`src/fermatPkg.sv`:
```
package fermatPkg;

	// modulus is 2^wordWidth+1, the fermat prime 65537
	localparam int wordWidth   = 16;
	localparam int prefixSpeed = 1;  // 0 serial, 1 brent-kung, 2 sklansky
	localparam int repeatWidth = 8;

	typedef logic [wordWidth-1:0]   dimOneT;  // value minus one, zero kept apart
	typedef logic [repeatWidth-1:0] repeatT;  // additions per operand write
	typedef logic [3:0]             axiAddrT; // byte offset in the register block
	typedef logic [31:0]            axiDataT;
	typedef logic [1:0]             axiRespT;

	// register map
	localparam axiAddrT regOperand = 4'h0; // write only, starts a burst
	localparam axiAddrT regRepeat  = 4'h4; // scale factor
	localparam axiAddrT regAcc     = 4'h8; // read accumulator, write clears

	localparam axiRespT axiOkay   = 2'b00;
	localparam axiRespT axiSlvErr = 2'b10;

	// data word holds the code in 15:0 and the zero flag in bit 16
	// remaining bits read back as 0

	typedef enum logic [1:0] {
		idle,      // waiting for a request
		accum,     // burst of modular additions running
		writeResp, // bvalid up
		readResp   // rvalid up
	} ctrlStateT;

endpackage

```
`src/prefixAndOr.sv`:
```
`timescale 1ns/1ps

module prefixAndOr #(
	parameter int width = 16, // bits in the tree
	parameter int speed = 1   // 0 serial, 1 brent-kung, 2 sklansky
) (
	input  logic [width-1:0] GI, // bit generate
	input  logic [width-1:0] PI, // bit propagate
	output logic [width-1:0] GO, // group generate i..0
	output logic [width-1:0] PO  // group propagate i..0
);

	localparam int m = $clog2(width); // log depth

	if (speed == 2) begin : sklansky
		// log depth, fanout doubles per level
		logic [width-1:0] gT [0:m];
		logic [width-1:0] pT [0:m];

		assign gT[0] = GI;
		assign pT[0] = PI;
		for (genvar l = 1; l <= m; l++) begin : levels
			localparam int d = 2 ** (l - 1); // half group
			for (genvar i = 0; i < width; i++) begin : bits
				if ((i / d) % 2 == 1) begin : black
					localparam int j = i - (i % d) - 1; // msb of lower half
					assign gT[l][i] = gT[l-1][i] | (pT[l-1][i] & gT[l-1][j]);
					assign pT[l][i] = pT[l-1][i] & pT[l-1][j];
				end else begin : white
					assign gT[l][i] = gT[l-1][i];
					assign pT[l][i] = pT[l-1][i];
				end
			end
		end
		assign GO = gT[m];
		assign PO = pT[m];
	end else if (speed == 1) begin : brentKung
		// up-sweep over m levels, then down-sweep fills the gaps
		logic [width-1:0] gT [0:2*m-1];
		logic [width-1:0] pT [0:2*m-1];

		assign gT[0] = GI;
		assign pT[0] = PI;
		for (genvar s = 1; s < 2 * m; s++) begin : stages
			localparam bit upSweep = (s <= m);
			localparam int d = upSweep ? 2 ** (s - 1) : 2 ** (2 * m - s - 1); // span
			for (genvar i = 0; i < width; i++) begin : bits
				localparam bit isBlack = upSweep ? ((i + 1) % (2 * d) == 0)
					: (((i + 1) % (2 * d) == d) && (i >= 2 * d));
				if (isBlack) begin : black
					assign gT[s][i] = gT[s-1][i] | (pT[s-1][i] & gT[s-1][i-d]);
					assign pT[s][i] = pT[s-1][i] & pT[s-1][i-d];
				end else begin : white
					assign gT[s][i] = gT[s-1][i];
					assign pT[s][i] = pT[s-1][i];
				end
			end
		end
		assign GO = gT[2*m-1];
		assign PO = pT[2*m-1];
	end else begin : serial
		// ripple chain, fewest nodes
		logic [width-1:0] gT;
		logic [width-1:0] pT;

		assign gT[0] = GI[0];
		assign pT[0] = PI[0];
		for (genvar i = 1; i < width; i++) begin : bits
			assign gT[i] = GI[i] | (PI[i] & gT[i-1]);
			assign pT[i] = PI[i] & pT[i-1];
		end
		assign GO = gT;
		assign PO = pT;
	end

endmodule

```
`src/addMod2Np1.sv`:
```
`timescale 1ns/1ps

module prefixAndOrCendaround #(
	parameter int width = 16,
	parameter int speed = 1
) (
	input  logic [width-1:0] GI,
	input  logic [width-1:0] PI,
	input  logic             CI, // end-around carry in
	output logic [width-1:0] GO,
	output logic [width-1:0] PO,
	output logic             CO  // carry out of the plain tree
);

	logic [width-1:0] gT; // tree outputs without carry in
	logic [width-1:0] pT;

	prefixAndOr #(
		.width(width),
		.speed(speed)
	) prefixTree (
		.GI(GI),
		.PI(PI),
		.GO(gT),
		.PO(pT)
	);

	assign CO = gT[width-1];
	// one extra level folds the carry into every position
	assign GO = gT | (pT & {width{CI}});
	assign PO = pT;

endmodule

// S = A + B mod 2^width+1, all codes diminished-one
module addMod2Np1 #(
	parameter int width = 16,
	parameter int speed = 1
) (
	input  logic [width-1:0] A,
	input  logic [width-1:0] B,
	output logic [width-1:0] S
);

	logic [width-1:0] gI, pI; // bit generate/propagate
	logic [width-1:0] gO;     // carries with end-around folded in
	logic [width-1:0] halfSum;
	logic             cIn, cOut;

	assign gI      = A & B;
	assign pI      = A | B;
	assign halfSum = ~gI & pI; // a xor b

	prefixAndOrCendaround #(
		.width(width),
		.speed(speed)
	) eacPrefix (
		.GI(gI),
		.PI(pI),
		.CI(cIn),
		.GO(gO),
		.PO(),
		.CO(cOut)
	);

	assign cIn = ~cOut; // +1 when no overflow past 2^n
	assign S   = halfSum ^ {gO[width-2:0], cIn};

endmodule

```
`src/modAccumulator.sv`:
```
`timescale 1ns/1ps

module modAccumulator (
	input  logic              clk,
	input  logic              arstN,
	input  logic              stepEn,   // one addition this cycle
	input  logic              accClear, // wins over stepEn
	input  fermatPkg::dimOneT opCode,
	input  logic              opZero,
	output fermatPkg::dimOneT accCode,
	output logic              accZero
);
	import fermatPkg::*;

	dimOneT sum;       // adder result, valid when neither side is zero
	logic   sumIsZero; // a + b hits 2^n+1 exactly

	addMod2Np1 #(
		.width(wordWidth),
		.speed(prefixSpeed)
	) adder (
		.A(accCode),
		.B(opCode),
		.S(sum)
	);

	// codes add up to 2^n-1 only when the true values sum to the modulus
	assign sumIsZero = (opCode == ~accCode);

	always_ff @(posedge clk or negedge arstN) begin
		if (!arstN) begin
			accCode <= '0;
			accZero <= 1'b1;
		end else if (accClear) begin
			accCode <= '0;
			accZero <= 1'b1;
		end else if (stepEn && !opZero) begin // zero operand is a no-op
			if (accZero) begin
				accCode <= opCode; // 0 + x = x
				accZero <= 1'b0;
			end else if (sumIsZero) begin
				accCode <= '0;
				accZero <= 1'b1;
			end else begin
				accCode <= sum;
			end
		end
	end

endmodule

```
`src/repeatCounter.sv`:
```
`timescale 1ns/1ps

module repeatCounter (
	input  logic              clk,
	input  logic              arstN,
	input  logic              startRepeat, // load pulse
	input  fermatPkg::repeatT repeatCount,
	output logic              stepEn,
	output logic              lastStep,
	output logic              zeroCount    // load with count 0, same cycle
);
	import fermatPkg::*;

	repeatT remain;  // steps left including the current one
	logic   running;

	assign stepEn    = running;
	assign lastStep  = running && (remain == repeatT'(1));
	assign zeroCount = startRepeat && (repeatCount == '0);

	always_ff @(posedge clk or negedge arstN) begin
		if (!arstN) begin
			running <= 1'b0;
			remain  <= '0;
		end else if (startRepeat) begin
			running <= (repeatCount != '0); // steps start next cycle
			remain  <= repeatCount;
		end else if (running) begin
			remain  <= remain - repeatT'(1);
			running <= !lastStep;
		end
	end

endmodule

```
`src/axiLiteCtrlFsm.sv`:
```
`timescale 1ns/1ps

module axiLiteCtrlFsm (
	input  logic               clk,
	input  logic               arstN,
	input  fermatPkg::axiAddrT awaddr,
	input  logic               awvalid,
	output logic               awready,
	input  fermatPkg::axiDataT wdata,
	input  logic               wvalid,
	output logic               wready,
	output fermatPkg::axiRespT bresp,
	output logic               bvalid,
	input  logic               bready,
	input  fermatPkg::axiAddrT araddr,
	input  logic               arvalid,
	output logic               arready,
	output fermatPkg::axiDataT rdata,
	output fermatPkg::axiRespT rresp,
	output logic               rvalid,
	input  logic               rready,
	output logic               startRepeat, // registered pulse after an OPERAND write
	output fermatPkg::repeatT  repeatCount, // the REPEAT register
	input  logic               lastStep,
	input  logic               zeroCount,
	output fermatPkg::dimOneT  opCode,      // latched operand
	output logic               opZero,
	output logic               accClear,
	input  fermatPkg::dimOneT  accCode,
	input  logic               accZero
);
	import fermatPkg::*;

	ctrlStateT state;
	logic      wrReq;  // aw and w both offered
	logic      wrFire; // write handshake
	logic      rdFire; // read handshake
	axiDataT   rdWord; // read mux

	function automatic logic isMapped(axiAddrT addr);
		return (addr == regOperand) || (addr == regRepeat) || (addr == regAcc);
	endfunction

	assign wrReq   = awvalid && wvalid;
	assign awready = (state == idle) && wrReq; // address and data in one go
	assign wready  = awready;
	assign arready = (state == idle) && !wrReq && arvalid; // write goes first
	assign wrFire  = awready;
	assign rdFire  = arready;
	assign bvalid  = (state == writeResp);
	assign rvalid  = (state == readResp);
	assign accClear = wrFire && (awaddr == regAcc); // any data clears

	always_comb begin
		case (araddr)
			regRepeat: rdWord = {{(32 - repeatWidth){1'b0}}, repeatCount};
			regAcc:    rdWord = {{(31 - wordWidth){1'b0}}, accZero, accCode};
			default:   rdWord = '0; // OPERAND is write only, unmapped reads 0
		endcase
	end

	always_ff @(posedge clk or negedge arstN) begin
		if (!arstN) begin
			state       <= idle;
			startRepeat <= 1'b0;
			repeatCount <= repeatT'(1);
		end else begin
			startRepeat <= 1'b0;
			case (state)
				idle: begin
					if (wrFire) begin
						if (awaddr == regOperand) begin
							state       <= accum;
							startRepeat <= 1'b1;
						end else begin
							state <= writeResp;
						end
						if (awaddr == regRepeat) begin
							repeatCount <= wdata[repeatWidth-1:0];
						end
					end else if (rdFire) begin
						state <= readResp;
					end
				end
				accum: begin
					if (lastStep || zeroCount) begin // burst done
						state <= writeResp;
					end
				end
				writeResp: begin
					if (bready) begin
						state <= idle;
					end
				end
				readResp: begin
					if (rready) begin
						state <= idle;
					end
				end
				default: state <= idle;
			endcase
		end
	end

	// payload, only looked at under valid or stepEn
	always_ff @(posedge clk) begin
		if (wrFire) begin
			bresp <= isMapped(awaddr) ? axiOkay : axiSlvErr;
			if (awaddr == regOperand) begin
				opCode <= wdata[wordWidth-1:0];
				opZero <= wdata[wordWidth]; // zero flag in bit 16
			end
		end
		if (rdFire) begin
			rdata <= rdWord; // held stable until rready
			rresp <= isMapped(araddr) ? axiOkay : axiSlvErr;
		end
	end

endmodule

```
`src/fermatAccTop.sv`:
```
`timescale 1ns/1ps

module fermatAccTop (
	input  logic               clk,
	input  logic               arstN,
	input  fermatPkg::axiAddrT awaddr,
	input  logic               awvalid,
	output logic               awready,
	input  fermatPkg::axiDataT wdata,
	input  logic               wvalid,
	output logic               wready,
	output fermatPkg::axiRespT bresp,
	output logic               bvalid,
	input  logic               bready,
	input  fermatPkg::axiAddrT araddr,
	input  logic               arvalid,
	output logic               arready,
	output fermatPkg::axiDataT rdata,
	output fermatPkg::axiRespT rresp,
	output logic               rvalid,
	input  logic               rready
);
	import fermatPkg::*;

	logic   startRepeat;
	repeatT repeatCount;
	logic   stepEn, lastStep, zeroCount; // counter to fsm and accumulator
	dimOneT opCode;
	logic   opZero;
	logic   accClear;
	dimOneT accCode;  // read back through ACC
	logic   accZero;

	axiLiteCtrlFsm ctrlFsm (
		.clk        (clk),
		.arstN      (arstN),
		.awaddr     (awaddr),
		.awvalid    (awvalid),
		.awready    (awready),
		.wdata      (wdata),
		.wvalid     (wvalid),
		.wready     (wready),
		.bresp      (bresp),
		.bvalid     (bvalid),
		.bready     (bready),
		.araddr     (araddr),
		.arvalid    (arvalid),
		.arready    (arready),
		.rdata      (rdata),
		.rresp      (rresp),
		.rvalid     (rvalid),
		.rready     (rready),
		.startRepeat(startRepeat),
		.repeatCount(repeatCount),
		.lastStep   (lastStep),
		.zeroCount  (zeroCount),
		.opCode     (opCode),
		.opZero     (opZero),
		.accClear   (accClear),
		.accCode    (accCode),
		.accZero    (accZero)
	);

	repeatCounter repCnt (
		.clk        (clk),
		.arstN      (arstN),
		.startRepeat(startRepeat),
		.repeatCount(repeatCount),
		.stepEn     (stepEn),
		.lastStep   (lastStep),
		.zeroCount  (zeroCount)
	);

	modAccumulator accReg (
		.clk     (clk),
		.arstN   (arstN),
		.stepEn  (stepEn),
		.accClear(accClear),
		.opCode  (opCode),
		.opZero  (opZero),
		.accCode (accCode),
		.accZero (accZero)
	);

endmodule

```
`config.mk`:
```
export PLATFORM = sky130hd
export DESIGN_NAME = fermatAccTop
export DESIGN_NICKNAME = d
export VERILOG_FILES = /design/src/fermatPkg.sv /design/src/prefixAndOr.sv /design/src/addMod2Np1.sv /design/src/modAccumulator.sv /design/src/repeatCounter.sv /design/src/axiLiteCtrlFsm.sv /design/src/fermatAccTop.sv
export SDC_FILE = /design/constraint.sdc
export NUM_CORES = 1
export LEC_CHECK = 0
export ABC_CLOCK_PERIOD_IN_PS = 6150
export BUFFER_PORTS_ARGS = -buffer_cell sky130_fd_sc_hd__buf_4
export CAP_MARGIN = 40
export CELL_PAD_IN_SITES_DETAIL_PLACEMENT = 1
export CELL_PAD_IN_SITES_GLOBAL_PLACEMENT = 1
export CORE_ASPECT_RATIO = 1.1
export CORE_MARGIN = 8
export CORE_UTILIZATION = 46
export CTS_CLUSTER_SIZE = 20
export DETAILED_ROUTE_END_ITERATION = 8
export GPL_TIMING_DRIVEN = 0
export PLACE_DENSITY = 0.9
export RECOVER_POWER = 25
export SLEW_MARGIN = 10
export SYNTH_ARGS = -nofsm -noshare
export SYNTH_HDL_FRONTEND = slang
export SYNTH_SLANG_ARGS = --single-unit
```
`constraint.sdc`:
```
create_clock -name clk -period 6.15 [get_ports clk]
set_clock_uncertainty 0.05 [all_clocks]
set_input_delay 0.3075 -clock clk [delete_from_list [all_inputs] [get_ports clk]]
set_output_delay 0.3075 -clock clk [all_outputs]
set_load 0.005 [all_outputs]
```
==> impl.org <==
** Status
- Outcome :: finished, violations left
- Failing checks :: capacitance limit, slew limit

** Run
- Max-capacitance violation count :: 1

** Synthesis
- Yosys mapped a number of flops with a built-in enable equal to 36.
- The synthesized design devotes to its leading area cell type 24.2% of total area.
- Synth area leaders :: sky130_fd_sc_hd__edfxtp_1 (24%), sky130_fd_sc_hd__dfrtp_1 (20%), sky130_fd_sc_hd__ha_1 (9.5%)
- The cell count after synthesis came out at 442.
- Summed over all instances, the cell type with the most area after synthesis is sky130_fd_sc_hd__edfxtp_1.
- During synthesis, Yosys emitted a total of 0 warnings.
- The most used flip-flop cell after synthesis is sky130_fd_sc_hd__edfxtp_1.
- Share of synthesized flip-flops with an asynchronous set or reset :: 50.7%
- FF+latch count, synth :: 73
- After synthesis, flip-flops and latches occupy 45.1% of the total area.
- The synthesized netlist occupies a cell area of 4460 µm².
- By count the netlist is led by sky130_fd_sc_hd__inv_1 (42), sky130_fd_sc_hd__nor2_1 (37), sky130_fd_sc_hd__edfxtp_1 (36), sky130_fd_sc_hd__dfrtp_1 (35), sky130_fd_sc_hd__ha_1 (34).
- Most used standard cell by instance count after synthesis :: sky130_fd_sc_hd__inv_1
- The netlist uses 58 different library cells.
- In this run the mean area of a mapped cell was 10.1 µm².

** Layout
- The finished cells cover 5340 µm².
- Number of filler instances in the final layout :: 1081
- After the last flow step, the layout net total stands at 611.
- Post-route non-filler standard cell count :: 651
- Utilization after layout :: 56.8%
- Number of inserted diodes :: 0
- In the final layout, the share of cells above drive strength 1 is 20.6%.
- Area growth from synthesis to final layout :: 19.8%

** Setup path
- STA classifies the critical path endpoint as a flip-flop.
- Type of origin of the critical path :: flip-flop
- Along the worst path, the maximum fanout reaches 5.
- The largest individual stage delay along the critical path comes from the cell sky130_fd_sc_hd__dfrtp_1.
- In this design, the critical path's most frequently occurring cell is sky130_fd_sc_hd__a211oi_1.
- At the worst endpoint, the required time is 6380 ps.
- At the worst endpoint, the arrival time is 3280 ps.
- The critical path in this run is classified as reg -> reg.
- Highest cell delay on the worst timing path :: 430 ps
- R2R setup slack :: 3100 ps
- Cell breakdown of the critical path :: inv_1, ha_1, nor4_4, nand3_1, a21oi_1, o31ai_1, and2_1, fa_1, xnor2_1, nor3_1, a211oi_1, a211oi_1

** Placement
- Worst setup slack after placement :: 3140 ps
- Buffers placed on the I/O ports in this run total 55.
- Placement Cell Area :: 5120 µm²
- Final weighted congestion in routability-driven placement :: 0.884
- HPWL after DPL :: 9950 µm
- After detailed placement, the design holds a cell count of 632.

** Power
- Power spread over the standard cell area amounts to 389 nW/µm².
- Highest ir drop seen on vdd :: 0.000192 V
- The analysis attributes to cell leakage a power of 2.39 nW.
- Tot Pwr :: 2.08 mW

** Drt
- First DRT Iteration DRCs :: 193
- Once detail routing completed, the nets flagged for antenna violations numbered 0.
- Dividing the detail-routed wire length by the instance count gives 20.6 µm.
- Number of vias in the routed layout :: 3741
- In the routed layout, each cell is associated on average with a via count of 5.75.
- Drt total wl :: 13400 µm
- DRC Markers :: 0
- Drt pass-1 iters :: 4

** Clocking
- Register clock-pin slew on the reported worst setup and hold paths :: 90 ps
- The number of hold buffers added after CTS was 1.
- At the later pin of the worst-skew pair, clock insertion delay measures 370 ps.
- The tree is rooted in a sky130_fd_sc_hd__clkbuf_8.
- Clock Sinks :: 73
- Number of post-CTS setup repair buffers :: 0
- In this run, CTS created clock tree buffers numbering 9.
- Cts repair resizes :: 0
- The clock tree synthesis step divided the H-tree into 3 levels.
- Counting along the longest clock path gives a buffer depth of 2.
- Clock tree from TritonCTS :: yes

** Worst hold path
- Worst hold-check path type :: in -> reg

** Global routing
- Total overflow reported by the global router :: 0
- Entering global routing, the biggest net connects 38 pins.
- Wire length of the first global-routing pass :: 21200 µm
- Across every metal layer, demand over resource in global routing totals 21.1%.
- Number of global-route vias before repair :: 4038
- Initial antenna violation count :: 0

** STA
- The smallest clock period supported by the final layout is computed as 3050 ps.
- The hold violation total from the final report was 0.
- Setup total negative slack on the finished layout was measured at 0 ps.
- For the pin with the worst max-slew slack, the measured transition is 2170 ps.
- Max_slew headroom :: -44.4%
- Min Hold Slack :: 88.6 ps
- Final max-slew violation count :: 38
- Final setup violation count :: 0
- After layout, the worst path uses 49.5% of the clock period.
- FMAX :: 328 MHz
- Worst setup slack after layout :: 3100 ps
- Unrepaired setup endpoints after global routing :: false

** Die
- Die area :: 13100 µm²
- Initial Util :: 47.5%
- The die is 110 µm wide.
- The total area inside the core boundary comes to 9400 µm².
- Row generation in the floorplan step produced 37 rows.
- Y dimension of the die :: 119 µm
- In this run the count of I/O pins placed on the die edge is 88.
-- logic make-up after synthesis --
group / after synthesis / synth area share [%]
XOR/XNOR: 14 / 2.75
flip-flops: 73 / 45.1
multiplexers: 14 / 3.42
AO/OA/AOI/OAI: 89 / 14.3
AND/OR/NAND/NOR: 146 / 16.9
other: 1 / 0.0841
buffers and inverters: 70 / 7.44
adder cells (fa/ha/maj): 35 / 9.99
-- state kept, by name (all words and copies together), names as in the netlist, 2 cells and up --
register	flops
repCnt.remain	8
accReg.accCode	16
ctrlFsm.opCode	16
ctrlFsm.state	2
ctrlFsm.repeatCount	8
ctrlFsm.rdata	17
-- path summary, 6_finish.rpt --
check,start,to,depth (start not counted)
max reg2reg,accReg.accCode[7],accReg.accCode[1],12
min in group asynchronous,arstN,repCnt.remain[1],2
min reg2reg,accReg.accCode[14],ctrlFsm.rdata[14],1
max,accReg.accCode[7],accReg.accCode[1],12
max in group asynchronous,arstN,accReg.accCode[14],2
min,wdata[8],ctrlFsm.opCode[8],1
-- layer usage --
| metal | global-route usage, % | part of all wire [%] | vias to the layer above |
|---|---|---|---|
| li1 | - | - | 1718 |
| met1 | 24.0 | 40 | 1877 |
| met2 | 37.2 | 52 | 122 |
| met3 | 3.45 | 6.1 | 24 |
| met4 | 9.55 | 2.5 | 0 |
| met5 | 0 | 0 | - |
-- where the power goes --
group	internal [mW]	switching, mW
combinational	0.374	0.523
clock	0.241	0.185
sequential	0.639	0.118
-- cell usage in the layout (no fill, tap or decap), types with 3 or more instances in the layout --
| cell | n |
|---|---|
| sky130_fd_sc_hd__nor4_1 | 7 |
| sky130_fd_sc_hd__clkbuf_8 | 10 |
| sky130_fd_sc_hd__o21a_1 | 3 |
| sky130_fd_sc_hd__a21oi_1 | 13 |
| sky130_fd_sc_hd__nand2_1 | 27 |
| sky130_fd_sc_hd__dfrtp_1 | 35 |
| sky130_fd_sc_hd__or4_1 | 3 |
| sky130_fd_sc_hd__inv_1 | 42 |
| sky130_fd_sc_hd__a211oi_1 | 5 |
| sky130_fd_sc_hd__nand3_1 | 13 |
| sky130_fd_sc_hd__edfxtp_1 | 36 |
| sky130_fd_sc_hd__o21ai_0 | 16 |
| sky130_fd_sc_hd__nand3b_1 | 3 |
| sky130_fd_sc_hd__nor2b_1 | 6 |
| sky130_fd_sc_hd__nand4_1 | 4 |
| sky130_fd_sc_hd__conb_1 | 17 |
| sky130_fd_sc_hd__and2_1 | 13 |
| sky130_fd_sc_hd__clkbuf_1 | 15 |
| sky130_fd_sc_hd__mux2i_1 | 4 |
| sky130_fd_sc_hd__xor2_1 | 10 |
| sky130_fd_sc_hd__a22o_1 | 8 |
| sky130_fd_sc_hd__or3_1 | 3 |
| sky130_fd_sc_hd__and3_1 | 4 |
| sky130_fd_sc_hd__nor2_1 | 36 |
| sky130_fd_sc_hd__nand2b_1 | 4 |
| sky130_fd_sc_hd__buf_4 | 53 |
| sky130_fd_sc_hd__xnor2_1 | 4 |
| sky130_fd_sc_hd__nor3_1 | 15 |
| sky130_fd_sc_hd__o31ai_1 | 3 |
| sky130_fd_sc_hd__mux2_2 | 10 |
| sky130_fd_sc_hd__clkbuf_4 | 16 |
| sky130_fd_sc_hd__a211o_1 | 4 |
| sky130_fd_sc_hd__a31oi_1 | 13 |
| sky130_fd_sc_hd__ha_1 | 34 |
| sky130_fd_sc_hd__o22ai_1 | 7 |
-- cell type report --
class	count	area, µm²	share of cell area [%]
Multi-Input combinational cell	315	2190	40.9
Timing Repair Buffer	60	445	8.34
Tap cell	117	146	2.74
Clock buffer	12	145	2.72
Inverter	42	158	2.95
Sequential cell	73	2010	37.6
Clock inverter	4	76.3	1.43
Buffer	28	174	3.26
-- critical path, delay by kind of cell, from the launching register on --
kind | cells | cell delay (ps)
compound gates | 4 | 600
xor+xnor | 1 | 140
fa+ha+maj | 2 | 680
buf+inv | 1 | 90
flops | 1 | 430
simple gates | 4 | 970
No activity file was read; power rests on OpenSTA's default activity.
